$ cat config.mk
export PLATFORM = sky130hd
export DESIGN_NAME = flow_table_processor
export DESIGN_NICKNAME = d
export VERILOG_FILES = /design/src/common/flow_cfg_pkg.sv /design/src/common/flow_types_pkg.sv /design/src/verilog/flow_table_processor.sv /design/src/verilog/output_action_arbiter.sv /design/src/flow_table/flow_table_controller.sv /design/src/flow_table/mac_match_table.sv /design/src/verilog/input_header_arbiter.sv
export SDC_FILE = /design/constraint.sdc
export NUM_CORES = 2
export LEC_CHECK = 0
export BUFFER_PORTS_ARGS = -buffer_cell sky130_fd_sc_hd__clkbuf_2
export CAP_MARGIN = 20
export CORE_UTILIZATION = 57
export DETAILED_ROUTE_END_ITERATION = 12
export PLACE_DENSITY = 0.84
export SLEW_MARGIN = 20
export SYNTH_ARGS = -nofsm -noshare
export SYNTH_HDL_FRONTEND = slang
export SYNTH_SLANG_ARGS = --single-unit
$ cat constraint.sdc
create_clock -name axi_aclk -period 15.4 [get_ports axi_aclk]
set_clock_uncertainty 0.1 [all_clocks]
set_input_delay 1.54 -clock axi_aclk [delete_from_list [all_inputs] [get_ports axi_aclk]]
set_output_delay 1.54 -clock axi_aclk [all_outputs]
set_load 0.05 [all_outputs]
$ cat src/common/flow_cfg_pkg.sv
// flow table processor sizes, table depth and register map
`default_nettype none

package flow_cfg_pkg;

   // ports, port 0 is the host path and the miss target
   localparam int num_ports      = 4;
   localparam int port_idx_width = 2;
   localparam int mac_width      = 48;

   // entries per table bank
   localparam int tbl_depth      = 8;
   localparam int tbl_addr_width = 3;

   // wishbone register bus
   localparam int wb_data_width  = 32;
   localparam int wb_addr_width  = 4;

   // register word addresses
   localparam logic [wb_addr_width-1:0] reg_entry_idx  = 4'd0;
   localparam logic [wb_addr_width-1:0] reg_key_lo     = 4'd1;
   localparam logic [wb_addr_width-1:0] reg_key_hi     = 4'd2;
   localparam logic [wb_addr_width-1:0] reg_mask_lo    = 4'd3;
   localparam logic [wb_addr_width-1:0] reg_mask_hi    = 4'd4;
   localparam logic [wb_addr_width-1:0] reg_action     = 4'd5;
   localparam logic [wb_addr_width-1:0] reg_commit     = 4'd6;
   localparam logic [wb_addr_width-1:0] reg_swap       = 4'd7;
   localparam logic [wb_addr_width-1:0] reg_hit_count  = 4'd8;
   localparam logic [wb_addr_width-1:0] reg_miss_count = 4'd9;
   localparam logic [wb_addr_width-1:0] reg_status     = 4'd10;

endpackage

`default_nettype wire
$ cat src/common/flow_types_pkg.sv
// header, action, table entry and lookup result formats of the flow path
`default_nettype none

package flow_types_pkg;

   // parsed header from an ingress port
   typedef struct packed {
      logic [flow_cfg_pkg::mac_width-1:0]      dst_mac;
      logic [flow_cfg_pkg::port_idx_width-1:0] src_port;
   } hdr_t;

   // ternary entry, a mask bit of 1 means the key bit is compared
   typedef struct packed {
      logic                                    valid;
      logic [flow_cfg_pkg::mac_width-1:0]      key;
      logic [flow_cfg_pkg::mac_width-1:0]      mask;
      logic [flow_cfg_pkg::port_idx_width-1:0] port;
   } tbl_entry_t;

   // header plus its lookup result
   typedef struct packed {
      logic [flow_cfg_pkg::mac_width-1:0]      dst_mac;
      logic [flow_cfg_pkg::port_idx_width-1:0] src_port;
      logic                                    hit;
      logic [flow_cfg_pkg::port_idx_width-1:0] dst_port;
   } lookup_t;

   // action handed to an egress queue
   typedef struct packed {
      logic                                    hit;
      logic                                    miss;
      logic [flow_cfg_pkg::port_idx_width-1:0] src_port;
      logic [flow_cfg_pkg::mac_width-1:0]      dst_mac;
   } act_t;

endpackage

`default_nettype wire

$ cat src/verilog/flow_table_processor.sv
// flow table processor top that merges ingress headers, looks them up and steers actions
`timescale 1ns/1ps
`default_nettype none

module flow_table_processor (
   input  wire logic                                          axi_aclk,
   input  wire logic                                          axi_resetn,
   input  wire flow_types_pkg::hdr_t [flow_cfg_pkg::num_ports-1:0] s_hdr,
   input  wire logic [flow_cfg_pkg::num_ports-1:0]            s_valid,
   output      logic [flow_cfg_pkg::num_ports-1:0]            s_ready,
   output flow_types_pkg::act_t [flow_cfg_pkg::num_ports-1:0] m_act,
   output      logic [flow_cfg_pkg::num_ports-1:0]            m_valid,
   input  wire logic [flow_cfg_pkg::num_ports-1:0]            m_ready,
   input  wire logic                                          wb_cyc,
   input  wire logic                                          wb_stb,
   input  wire logic                                          wb_we,
   input  wire logic [flow_cfg_pkg::wb_addr_width-1:0]        wb_adr,
   input  wire logic [flow_cfg_pkg::wb_data_width-1:0]        wb_dat_w,
   output      logic [flow_cfg_pkg::wb_data_width-1:0]        wb_dat_r,
   output      logic                                          wb_ack
);

   flow_types_pkg::hdr_t       arb_hdr;
   logic                       arb_valid;
   logic                       arb_ready;
   flow_types_pkg::lookup_t    lkp;
   logic                       lkp_valid;
   logic                       lkp_ready;
   flow_types_pkg::tbl_entry_t tbl_wr_entry;
   logic [flow_cfg_pkg::tbl_addr_width-1:0] tbl_wr_idx;
   logic                       tbl_wr_en;
   logic                       bank_swap;
   logic                       hit_pulse;
   logic                       miss_pulse;
   logic                       active_bank;

   input_header_arbiter i_input_header_arbiter (
      .axi_aclk   (axi_aclk),
      .axi_resetn (axi_resetn),
      .s_hdr      (s_hdr),
      .s_valid    (s_valid),
      .s_ready    (s_ready),
      .arb_hdr    (arb_hdr),
      .arb_valid  (arb_valid),
      .arb_ready  (arb_ready)
   );

   mac_match_table i_mac_match_table (
      .axi_aclk     (axi_aclk),
      .axi_resetn   (axi_resetn),
      .arb_hdr      (arb_hdr),
      .arb_valid    (arb_valid),
      .arb_ready    (arb_ready),
      .lkp          (lkp),
      .lkp_valid    (lkp_valid),
      .lkp_ready    (lkp_ready),
      .tbl_wr_en    (tbl_wr_en),
      .tbl_wr_idx   (tbl_wr_idx),
      .tbl_wr_entry (tbl_wr_entry),
      .bank_swap    (bank_swap),
      .hit_pulse    (hit_pulse),
      .miss_pulse   (miss_pulse),
      .active_bank  (active_bank)
   );

   flow_table_controller i_flow_table_controller (
      .axi_aclk     (axi_aclk),
      .axi_resetn   (axi_resetn),
      .wb_cyc       (wb_cyc),
      .wb_stb       (wb_stb),
      .wb_we        (wb_we),
      .wb_adr       (wb_adr),
      .wb_dat_w     (wb_dat_w),
      .wb_dat_r     (wb_dat_r),
      .wb_ack       (wb_ack),
      .tbl_wr_en    (tbl_wr_en),
      .tbl_wr_idx   (tbl_wr_idx),
      .tbl_wr_entry (tbl_wr_entry),
      .bank_swap    (bank_swap),
      .hit_pulse    (hit_pulse),
      .miss_pulse   (miss_pulse),
      .active_bank  (active_bank)
   );

   output_action_arbiter i_output_action_arbiter (
      .axi_aclk   (axi_aclk),
      .axi_resetn (axi_resetn),
      .lkp        (lkp),
      .lkp_valid  (lkp_valid),
      .lkp_ready  (lkp_ready),
      .m_act      (m_act),
      .m_valid    (m_valid),
      .m_ready    (m_ready)
   );

endmodule

`default_nettype wire

$ cat src/verilog/output_action_arbiter.sv
// per-port output registers steering each lookup result to its egress queue
`timescale 1ns/1ps
`default_nettype none

module output_action_arbiter (
   input  wire logic                                          axi_aclk,
   input  wire logic                                          axi_resetn,
   input  wire flow_types_pkg::lookup_t                       lkp,
   input  wire logic                                          lkp_valid,
   output      logic                                          lkp_ready,
   output flow_types_pkg::act_t [flow_cfg_pkg::num_ports-1:0] m_act,
   output      logic [flow_cfg_pkg::num_ports-1:0]            m_valid,
   input  wire logic [flow_cfg_pkg::num_ports-1:0]            m_ready
);

   logic load;

   // a busy target port stalls the whole pipeline
   assign lkp_ready = !m_valid[lkp.dst_port] || m_ready[lkp.dst_port];
   assign load      = lkp_valid && lkp_ready;

   always_ff @(posedge axi_aclk) begin
      if (!axi_resetn) begin
         m_valid <= '0;
      end else begin
         for (int p = 0; p < flow_cfg_pkg::num_ports; p++) begin
            if (load && lkp.dst_port == p) begin
               m_valid[p] <= 1'b1;
            end else if (m_ready[p]) begin
               m_valid[p] <= 1'b0;
            end
         end
      end
   end

   always_ff @(posedge axi_aclk) begin
      if (load) begin
         m_act[lkp.dst_port].hit      <= lkp.hit;
         m_act[lkp.dst_port].miss     <= !lkp.hit;
         m_act[lkp.dst_port].src_port <= lkp.src_port;
         m_act[lkp.dst_port].dst_mac  <= lkp.dst_mac;
      end
   end

endmodule

`default_nettype wire

$ cat src/flow_table/flow_table_controller.sv
// wishbone register block for entry staging, bank swap and lookup counters
`timescale 1ns/1ps
`default_nettype none

module flow_table_controller (
   input  wire logic                                    axi_aclk,
   input  wire logic                                    axi_resetn,
   input  wire logic                                    wb_cyc,
   input  wire logic                                    wb_stb,
   input  wire logic                                    wb_we,
   input  wire logic [flow_cfg_pkg::wb_addr_width-1:0]  wb_adr,
   input  wire logic [flow_cfg_pkg::wb_data_width-1:0]  wb_dat_w,
   output      logic [flow_cfg_pkg::wb_data_width-1:0]  wb_dat_r,
   output      logic                                    wb_ack,
   output      logic                                    tbl_wr_en,
   output      logic [flow_cfg_pkg::tbl_addr_width-1:0] tbl_wr_idx,
   output flow_types_pkg::tbl_entry_t                   tbl_wr_entry,
   output      logic                                    bank_swap,
   input  wire logic                                    hit_pulse,
   input  wire logic                                    miss_pulse,
   input  wire logic                                    active_bank
);

   logic                                   access;
   logic                                   wr;
   logic                                   cnt_clr;
   logic [flow_cfg_pkg::wb_data_width-1:0] hit_count;
   logic [flow_cfg_pkg::wb_data_width-1:0] miss_count;

   // one access per strobe, ack follows one cycle later
   assign access  = wb_cyc && wb_stb && !wb_ack;
   assign wr      = access && wb_we;
   assign cnt_clr = wr && (wb_adr == flow_cfg_pkg::reg_hit_count ||
                           wb_adr == flow_cfg_pkg::reg_miss_count);

   always_ff @(posedge axi_aclk) begin
      if (!axi_resetn) begin
         wb_ack     <= 1'b0;
         tbl_wr_en  <= 1'b0;
         bank_swap  <= 1'b0;
         hit_count  <= '0;
         miss_count <= '0;
      end else begin
         wb_ack    <= access;
         tbl_wr_en <= wr && wb_adr == flow_cfg_pkg::reg_commit;
         bank_swap <= wr && wb_adr == flow_cfg_pkg::reg_swap;
         if (cnt_clr) begin
            hit_count  <= '0;
            miss_count <= '0;
         end else begin
            hit_count  <= hit_count + hit_pulse;
            miss_count <= miss_count + miss_pulse;
         end
      end
   end

   // staged entry, handed to the table on commit
   always_ff @(posedge axi_aclk) begin
      if (wr) begin
         case (wb_adr)
            flow_cfg_pkg::reg_entry_idx: tbl_wr_idx <= wb_dat_w[flow_cfg_pkg::tbl_addr_width-1:0];
            flow_cfg_pkg::reg_key_lo:    tbl_wr_entry.key[31:0]   <= wb_dat_w;
            flow_cfg_pkg::reg_key_hi:    tbl_wr_entry.key[47:32]  <= wb_dat_w[15:0];
            flow_cfg_pkg::reg_mask_lo:   tbl_wr_entry.mask[31:0]  <= wb_dat_w;
            flow_cfg_pkg::reg_mask_hi:   tbl_wr_entry.mask[47:32] <= wb_dat_w[15:0];
            flow_cfg_pkg::reg_action: begin
               tbl_wr_entry.port  <= wb_dat_w[1:0];
               tbl_wr_entry.valid <= wb_dat_w[2];
            end
            default: ;
         endcase
      end
   end

   // read data is held for the ack cycle
   always_ff @(posedge axi_aclk) begin
      if (access) begin
         case (wb_adr)
            flow_cfg_pkg::reg_entry_idx:  wb_dat_r <= {29'd0, tbl_wr_idx};
            flow_cfg_pkg::reg_key_lo:     wb_dat_r <= tbl_wr_entry.key[31:0];
            flow_cfg_pkg::reg_key_hi:     wb_dat_r <= {16'd0, tbl_wr_entry.key[47:32]};
            flow_cfg_pkg::reg_mask_lo:    wb_dat_r <= tbl_wr_entry.mask[31:0];
            flow_cfg_pkg::reg_mask_hi:    wb_dat_r <= {16'd0, tbl_wr_entry.mask[47:32]};
            flow_cfg_pkg::reg_action:     wb_dat_r <= {29'd0, tbl_wr_entry.valid, tbl_wr_entry.port};
            flow_cfg_pkg::reg_hit_count:  wb_dat_r <= hit_count;
            flow_cfg_pkg::reg_miss_count: wb_dat_r <= miss_count;
            flow_cfg_pkg::reg_status:     wb_dat_r <= {31'd0, active_bank};
            default:                      wb_dat_r <= '0;
         endcase
      end
   end

endmodule

`default_nettype wire

$ cat src/flow_table/mac_match_table.sv
// double-buffered ternary destination MAC table with a registered lookup stage
`timescale 1ns/1ps
`default_nettype none

module mac_match_table (
   input  wire logic                                    axi_aclk,
   input  wire logic                                    axi_resetn,
   input  wire flow_types_pkg::hdr_t                    arb_hdr,
   input  wire logic                                    arb_valid,
   output      logic                                    arb_ready,
   output flow_types_pkg::lookup_t                      lkp,
   output      logic                                    lkp_valid,
   input  wire logic                                    lkp_ready,
   input  wire logic                                    tbl_wr_en,
   input  wire logic [flow_cfg_pkg::tbl_addr_width-1:0] tbl_wr_idx,
   input  wire flow_types_pkg::tbl_entry_t              tbl_wr_entry,
   input  wire logic                                    bank_swap,
   output      logic                                    hit_pulse,
   output      logic                                    miss_pulse,
   output      logic                                    active_bank
);

   // two banks whose entry valid bits live apart and clear on reset
   flow_types_pkg::tbl_entry_t bank_mem [2][flow_cfg_pkg::tbl_depth];
   logic [1:0][flow_cfg_pkg::tbl_depth-1:0] ent_valid;

   logic                                    take;
   logic                                    found;
   logic [flow_cfg_pkg::port_idx_width-1:0] match_port;

   assign take      = !lkp_valid || lkp_ready;
   assign arb_ready = take;

   // lowest matching index wins
   always_comb begin
      found      = 1'b0;
      match_port = '0;
      for (int i = 0; i < flow_cfg_pkg::tbl_depth; i++) begin
         if (!found && ent_valid[active_bank][i] &&
             (((arb_hdr.dst_mac ^ bank_mem[active_bank][i].key) &
               bank_mem[active_bank][i].mask) == '0)) begin
            found      = 1'b1;
            match_port = bank_mem[active_bank][i].port;
         end
      end
   end

   // software only ever writes the shadow bank
   always_ff @(posedge axi_aclk) begin
      if (tbl_wr_en) begin
         bank_mem[!active_bank][tbl_wr_idx] <= tbl_wr_entry;
      end
   end

   always_ff @(posedge axi_aclk) begin
      if (!axi_resetn) begin
         ent_valid   <= '0;
         active_bank <= 1'b0;
      end else begin
         if (tbl_wr_en) begin
            ent_valid[!active_bank][tbl_wr_idx] <= tbl_wr_entry.valid;
         end
         if (bank_swap) begin
            active_bank <= !active_bank;
         end
      end
   end

   always_ff @(posedge axi_aclk) begin
      if (!axi_resetn) begin
         lkp_valid  <= 1'b0;
         hit_pulse  <= 1'b0;
         miss_pulse <= 1'b0;
      end else begin
         hit_pulse  <= take && arb_valid && found;
         miss_pulse <= take && arb_valid && !found;
         if (take) begin
            lkp_valid <= arb_valid;
         end
      end
   end

   // a miss goes to the host port
   always_ff @(posedge axi_aclk) begin
      if (take && arb_valid) begin
         lkp.dst_mac  <= arb_hdr.dst_mac;
         lkp.src_port <= arb_hdr.src_port;
         lkp.hit      <= found;
         lkp.dst_port <= found ? match_port : '0;
      end
   end

endmodule

`default_nettype wire

$ cat src/verilog/input_header_arbiter.sv
// round-robin arbiter merging the ingress header streams into one registered stream
`timescale 1ns/1ps
`default_nettype none

module input_header_arbiter (
   input  wire logic                                          axi_aclk,
   input  wire logic                                          axi_resetn,
   input  wire flow_types_pkg::hdr_t [flow_cfg_pkg::num_ports-1:0] s_hdr,
   input  wire logic [flow_cfg_pkg::num_ports-1:0]            s_valid,
   output      logic [flow_cfg_pkg::num_ports-1:0]            s_ready,
   output flow_types_pkg::hdr_t                               arb_hdr,
   output      logic                                          arb_valid,
   input  wire logic                                          arb_ready
);

   logic                                    take;
   logic                                    grant_any;
   logic [flow_cfg_pkg::port_idx_width-1:0] grant_idx;
   logic [flow_cfg_pkg::port_idx_width-1:0] last_grant;
   logic [flow_cfg_pkg::port_idx_width-1:0] cand;
   logic [flow_cfg_pkg::num_ports-1:0]      grant_oh;

   // output register empty or drained this cycle
   assign take = !arb_valid || arb_ready;

   // search starts at the port after the last grant and the index wraps on its own
   always_comb begin
      grant_any = 1'b0;
      grant_idx = last_grant;
      grant_oh  = '0;
      cand      = last_grant;
      for (int k = 0; k < flow_cfg_pkg::num_ports; k++) begin
         cand = cand + 1'b1;
         if (!grant_any && s_valid[cand]) begin
            grant_any      = 1'b1;
            grant_idx      = cand;
            grant_oh[cand] = 1'b1;
         end
      end
   end

   assign s_ready = take ? grant_oh : '0;

   always_ff @(posedge axi_aclk) begin
      if (!axi_resetn) begin
         arb_valid  <= 1'b0;
         last_grant <= '1;
      end else if (take) begin
         arb_valid <= grant_any;
         if (grant_any) begin
            last_grant <= grant_idx;
         end
      end
   end

   // source port comes from the grant, not from the sender
   always_ff @(posedge axi_aclk) begin
      if (take && grant_any) begin
         arb_hdr.dst_mac  <= s_hdr[grant_idx].dst_mac;
         arb_hdr.src_port <= grant_idx;
      end
   end

endmodule

`default_nettype wire

==> impl_results.md <==
* Core Area at 138,000 um^2
* Netlist cell types at 65
* Ys async rst share at 0%
* YS warnings at 0
* TritonCTS clock tree: done
* Remaining DRCs at 0
* Tcrit/Tclk final at 35.7%
* Via density at 6.47
* Number of synthesized flops with an enable pin at 2,013
* Tmin final at 5490 ps
* Maximum clock rate at 182 MHz
* DRT Pass-1 Iters at 6
* Crit-path max FO at 10
* DP Wirelength at 142 mm
* CTS sink count at 2,108
* Sequential fraction of the synthesis area at 78.1%
* Fin nets at 5,395
* Cts repair resizes at 0
* Vias at 46,500
* Root Buffer Master: clkbuf_16
* Post-CTS Setup Inserts at 0
* RSZ-0062 raised after global routing: false
* Commonest non-fill, non-tap cells in the layout: edfxtp_1 (2,013), xor2_1 (805), clkbuf_2 (489)
* Fin. Hold Viols at 0
* ANT nets after route at 0
* GR Util met1 at 43.2%
* Largest net degree at the start of global routing at 71
* Row cnt at 136
* Syn nets at 4,699
* Peak VDD IR at 186 uV
* CTS HTree Levels at 4
* Hold_buf cts at 0
* Layout cell share with drive strength beyond 1 at 19.7%
* CP Launch Type: register
* Max_cap viols at 0
* All-Layer GR Usage at 33.7%
* Max-slew headroom at 14.0%
* Hold Path Depth at 0
* GRT met2 Usage at 50.5%
* GRT Max-Usage Layer: met2
* Setup TNS at 0 ps
* FF-to-FF Start: i_input_header_arbiter.last_grant[0]
* Final wirelength at 240 mm
* Top Ports at 498
* Design Area, Final at 91,400 um^2
* Average wire per standard cell at 33.3 um
* IO Port Bufs at 489
* Mapped Avg Cell Area at 18.0 um^2
* Max Slew Vio Count at 0
* Outcome: finished clean
* Vias in the first global route at 44,700
* Die span in x at 376 um
* Worst Path Required at 13,760 ps
* R2R setup slack at 10,500 ps
* Hold path endpoint: i_mac_match_table.lkp[4]
* Total gr overflow at 0
* Setup crit start: i_input_header_arbiter.last_grant[0]
* Cell Pwr Density at 159 nW/um^2
* Cells after Synth at 4,441
* R2R depth at 11
* Clock Pin Slew Worst Setup and Hold Paths at 60 ps
* GP Congestion at 0.916
* Initial antenna violation count at 49
* Reg2reg end: i_input_header_arbiter.arb_hdr[16]
* Register bit total from synthesis at 2,108
* Slew @ Worst Pin at 1290 ps
* Skew-Pair Late Insertion Delay at 840 ps
* Mapped Area at 79,800 um^2
* First-pass GRT wire length at 326 mm
* Initial Util at 57.8%
* HP Start: i_input_header_arbiter.arb_hdr[1]
* Setup CP Type: reg -> out
* Setup violations, final at 0
* Area of placed instances at 85,300 um^2
* WP data arrival at 3850 ps
* Die H at 376 um
* Min-Delay Path Class: reg -> reg
* Met3 Use GR at 10.8%
* Leakage at 31.6 nW
* Most used DFF post-synth: edfxtp_1
* Most common cell after layout, fill and taps aside: edfxtp_1
* Clock Tree Buf Depth at 3
* CP endpoint kind: output pin
* CTS Buf Count at 194
* Area Growth Syn to Fin at 14.5%
* DRT iter0 DRCs at 9,185
* Die area at 142,000 um^2
==> layout make-up <==
cell class | count | area (um^2)
flip-flops and latches | 2108 | 62400
inverters | 17 | 63.8
multi-input cells | 2143 | 16700
fillers | 8590 | 46800
well taps | 1863 | 2330
clock buffers | 263 | 5240
diodes | 27 | 67.6
clock inverters | 96 | 822
repair buffers | 673 | 3860
==> synth_stat cells, drive strengths merged, types with 4 or more instances <==
cell type  number  area (um^2)
a21oi          63          330
a221oi         41          395
a222oi         45          450
a22o           20          175
a22oi         319         2390
a31oi           5         31.3
and2          146          913
and3           68          425
buf           108          661
clkbuf         65          245
dfxtp          95         1900
edfxtp       2013        60400
ha              9          113
inv            16         60.1
mux2           11          124
mux2i          28          280
mux4           51         1150
nand2         104          390
nand2b         12         75.1
nand3          68          340
nand4          73          472
nor2          144          541
nor2b           8         50.1
nor3           41          210
nor4           10         68.8
o21ai          20          100
or2             4         25.0
or3             8         50.1
xnor2          19          166
xor2          805         7050
==> worst max-delay path by stage <==
| stage | cells past startpoint | slack, ps | to |
|---|---|---|---|
| 2_1_floorplan | 6 | 4010 | i_mac_match_table.ent_valid[0] |
| 3_3_place_gp | 11 | 9920 | i_input_header_arbiter.arb_hdr[16] |
| 3_5_place_dp | 11 | 9850 | i_input_header_arbiter.arb_hdr[16] |
| 4_1_cts | 9 | 9880 | s_ready[0] |
| 5_1_grt | 9 | 9640 | s_ready[0] |
| 6_report | 9 | 9910 | s_ready[1] |
==> sequential cells by signal, summed over array words and instances, names as in the netlist, 16 cells and up, named ones only <==
name / cells
i_mac_match_table.bank_mem: 1568
i_output_action_arbiter.m_act: 208
i_flow_table_controller.tbl_wr_entry: 99
i_mac_match_table.lkp: 53
i_input_header_arbiter.arb_hdr: 50
i_flow_table_controller.hit_count: 32
i_flow_table_controller.miss_count: 32
i_flow_table_controller.wb_dat_r: 32
i_mac_match_table.ent_valid: 16
==> logic make-up after synthesis <==
group / synth area share, %
flip-flops: 78.1
XOR/XNOR: 9.04
AND/OR/NAND/NOR: 4.55
AO/OA/AOI/OAI: 5.00
buffers and inverters: 1.21
multiplexers: 1.95
adder cells (fa/ha/maj): 0.141
==> worst max-delay path, cell delays in order, from the launching register on <==
cell,delay (ps)
dfxtp_1,650
inv_1,250
ha_1,330
nor2_1,230
a21oi_1,190
or3_1,480
nor2b_1,330
a221oi_1,140
nor2_1,110
clkbuf_2,310
==> power breakdown <==
part	internal, mW	total [mW]	switching [mW]	leakage [nW]
registers	6.48	6.58	0.0983	19.1
clock network	2.57	4.64	2.07	2.94
logic	1.13	3.34	2.22	9.62
total	10.2	14.6	4.39	31.6
==> routing by layer <==
metal  up-vias  routed length [um]  part of all wire, %
met3       854               39600                   17
met4        26               15700                  6.6
met1     22700               76800                   32
met5         -                 481                 0.20
li1      18500                   -                    -
met2      4385              107000                   45
==> metrics by stage <==
step	hold slack (ps)	setup WS (ps)	utilization [%]	total power [mW]	instances
2_1_floorplan	300	4010	-	8.87	4441
4_1_cts	332	9880	66.1	14.5	7162
5_1_grt	344	9640	66.1	14.9	7170
3_3_place_gp	303	9920	61.7	9.80	6802
3_5_place_dp	316	9850	61.7	9.92	6803
6_report	330	9910	66.2	14.6	7190
Power figures use the tool's default switching activity.
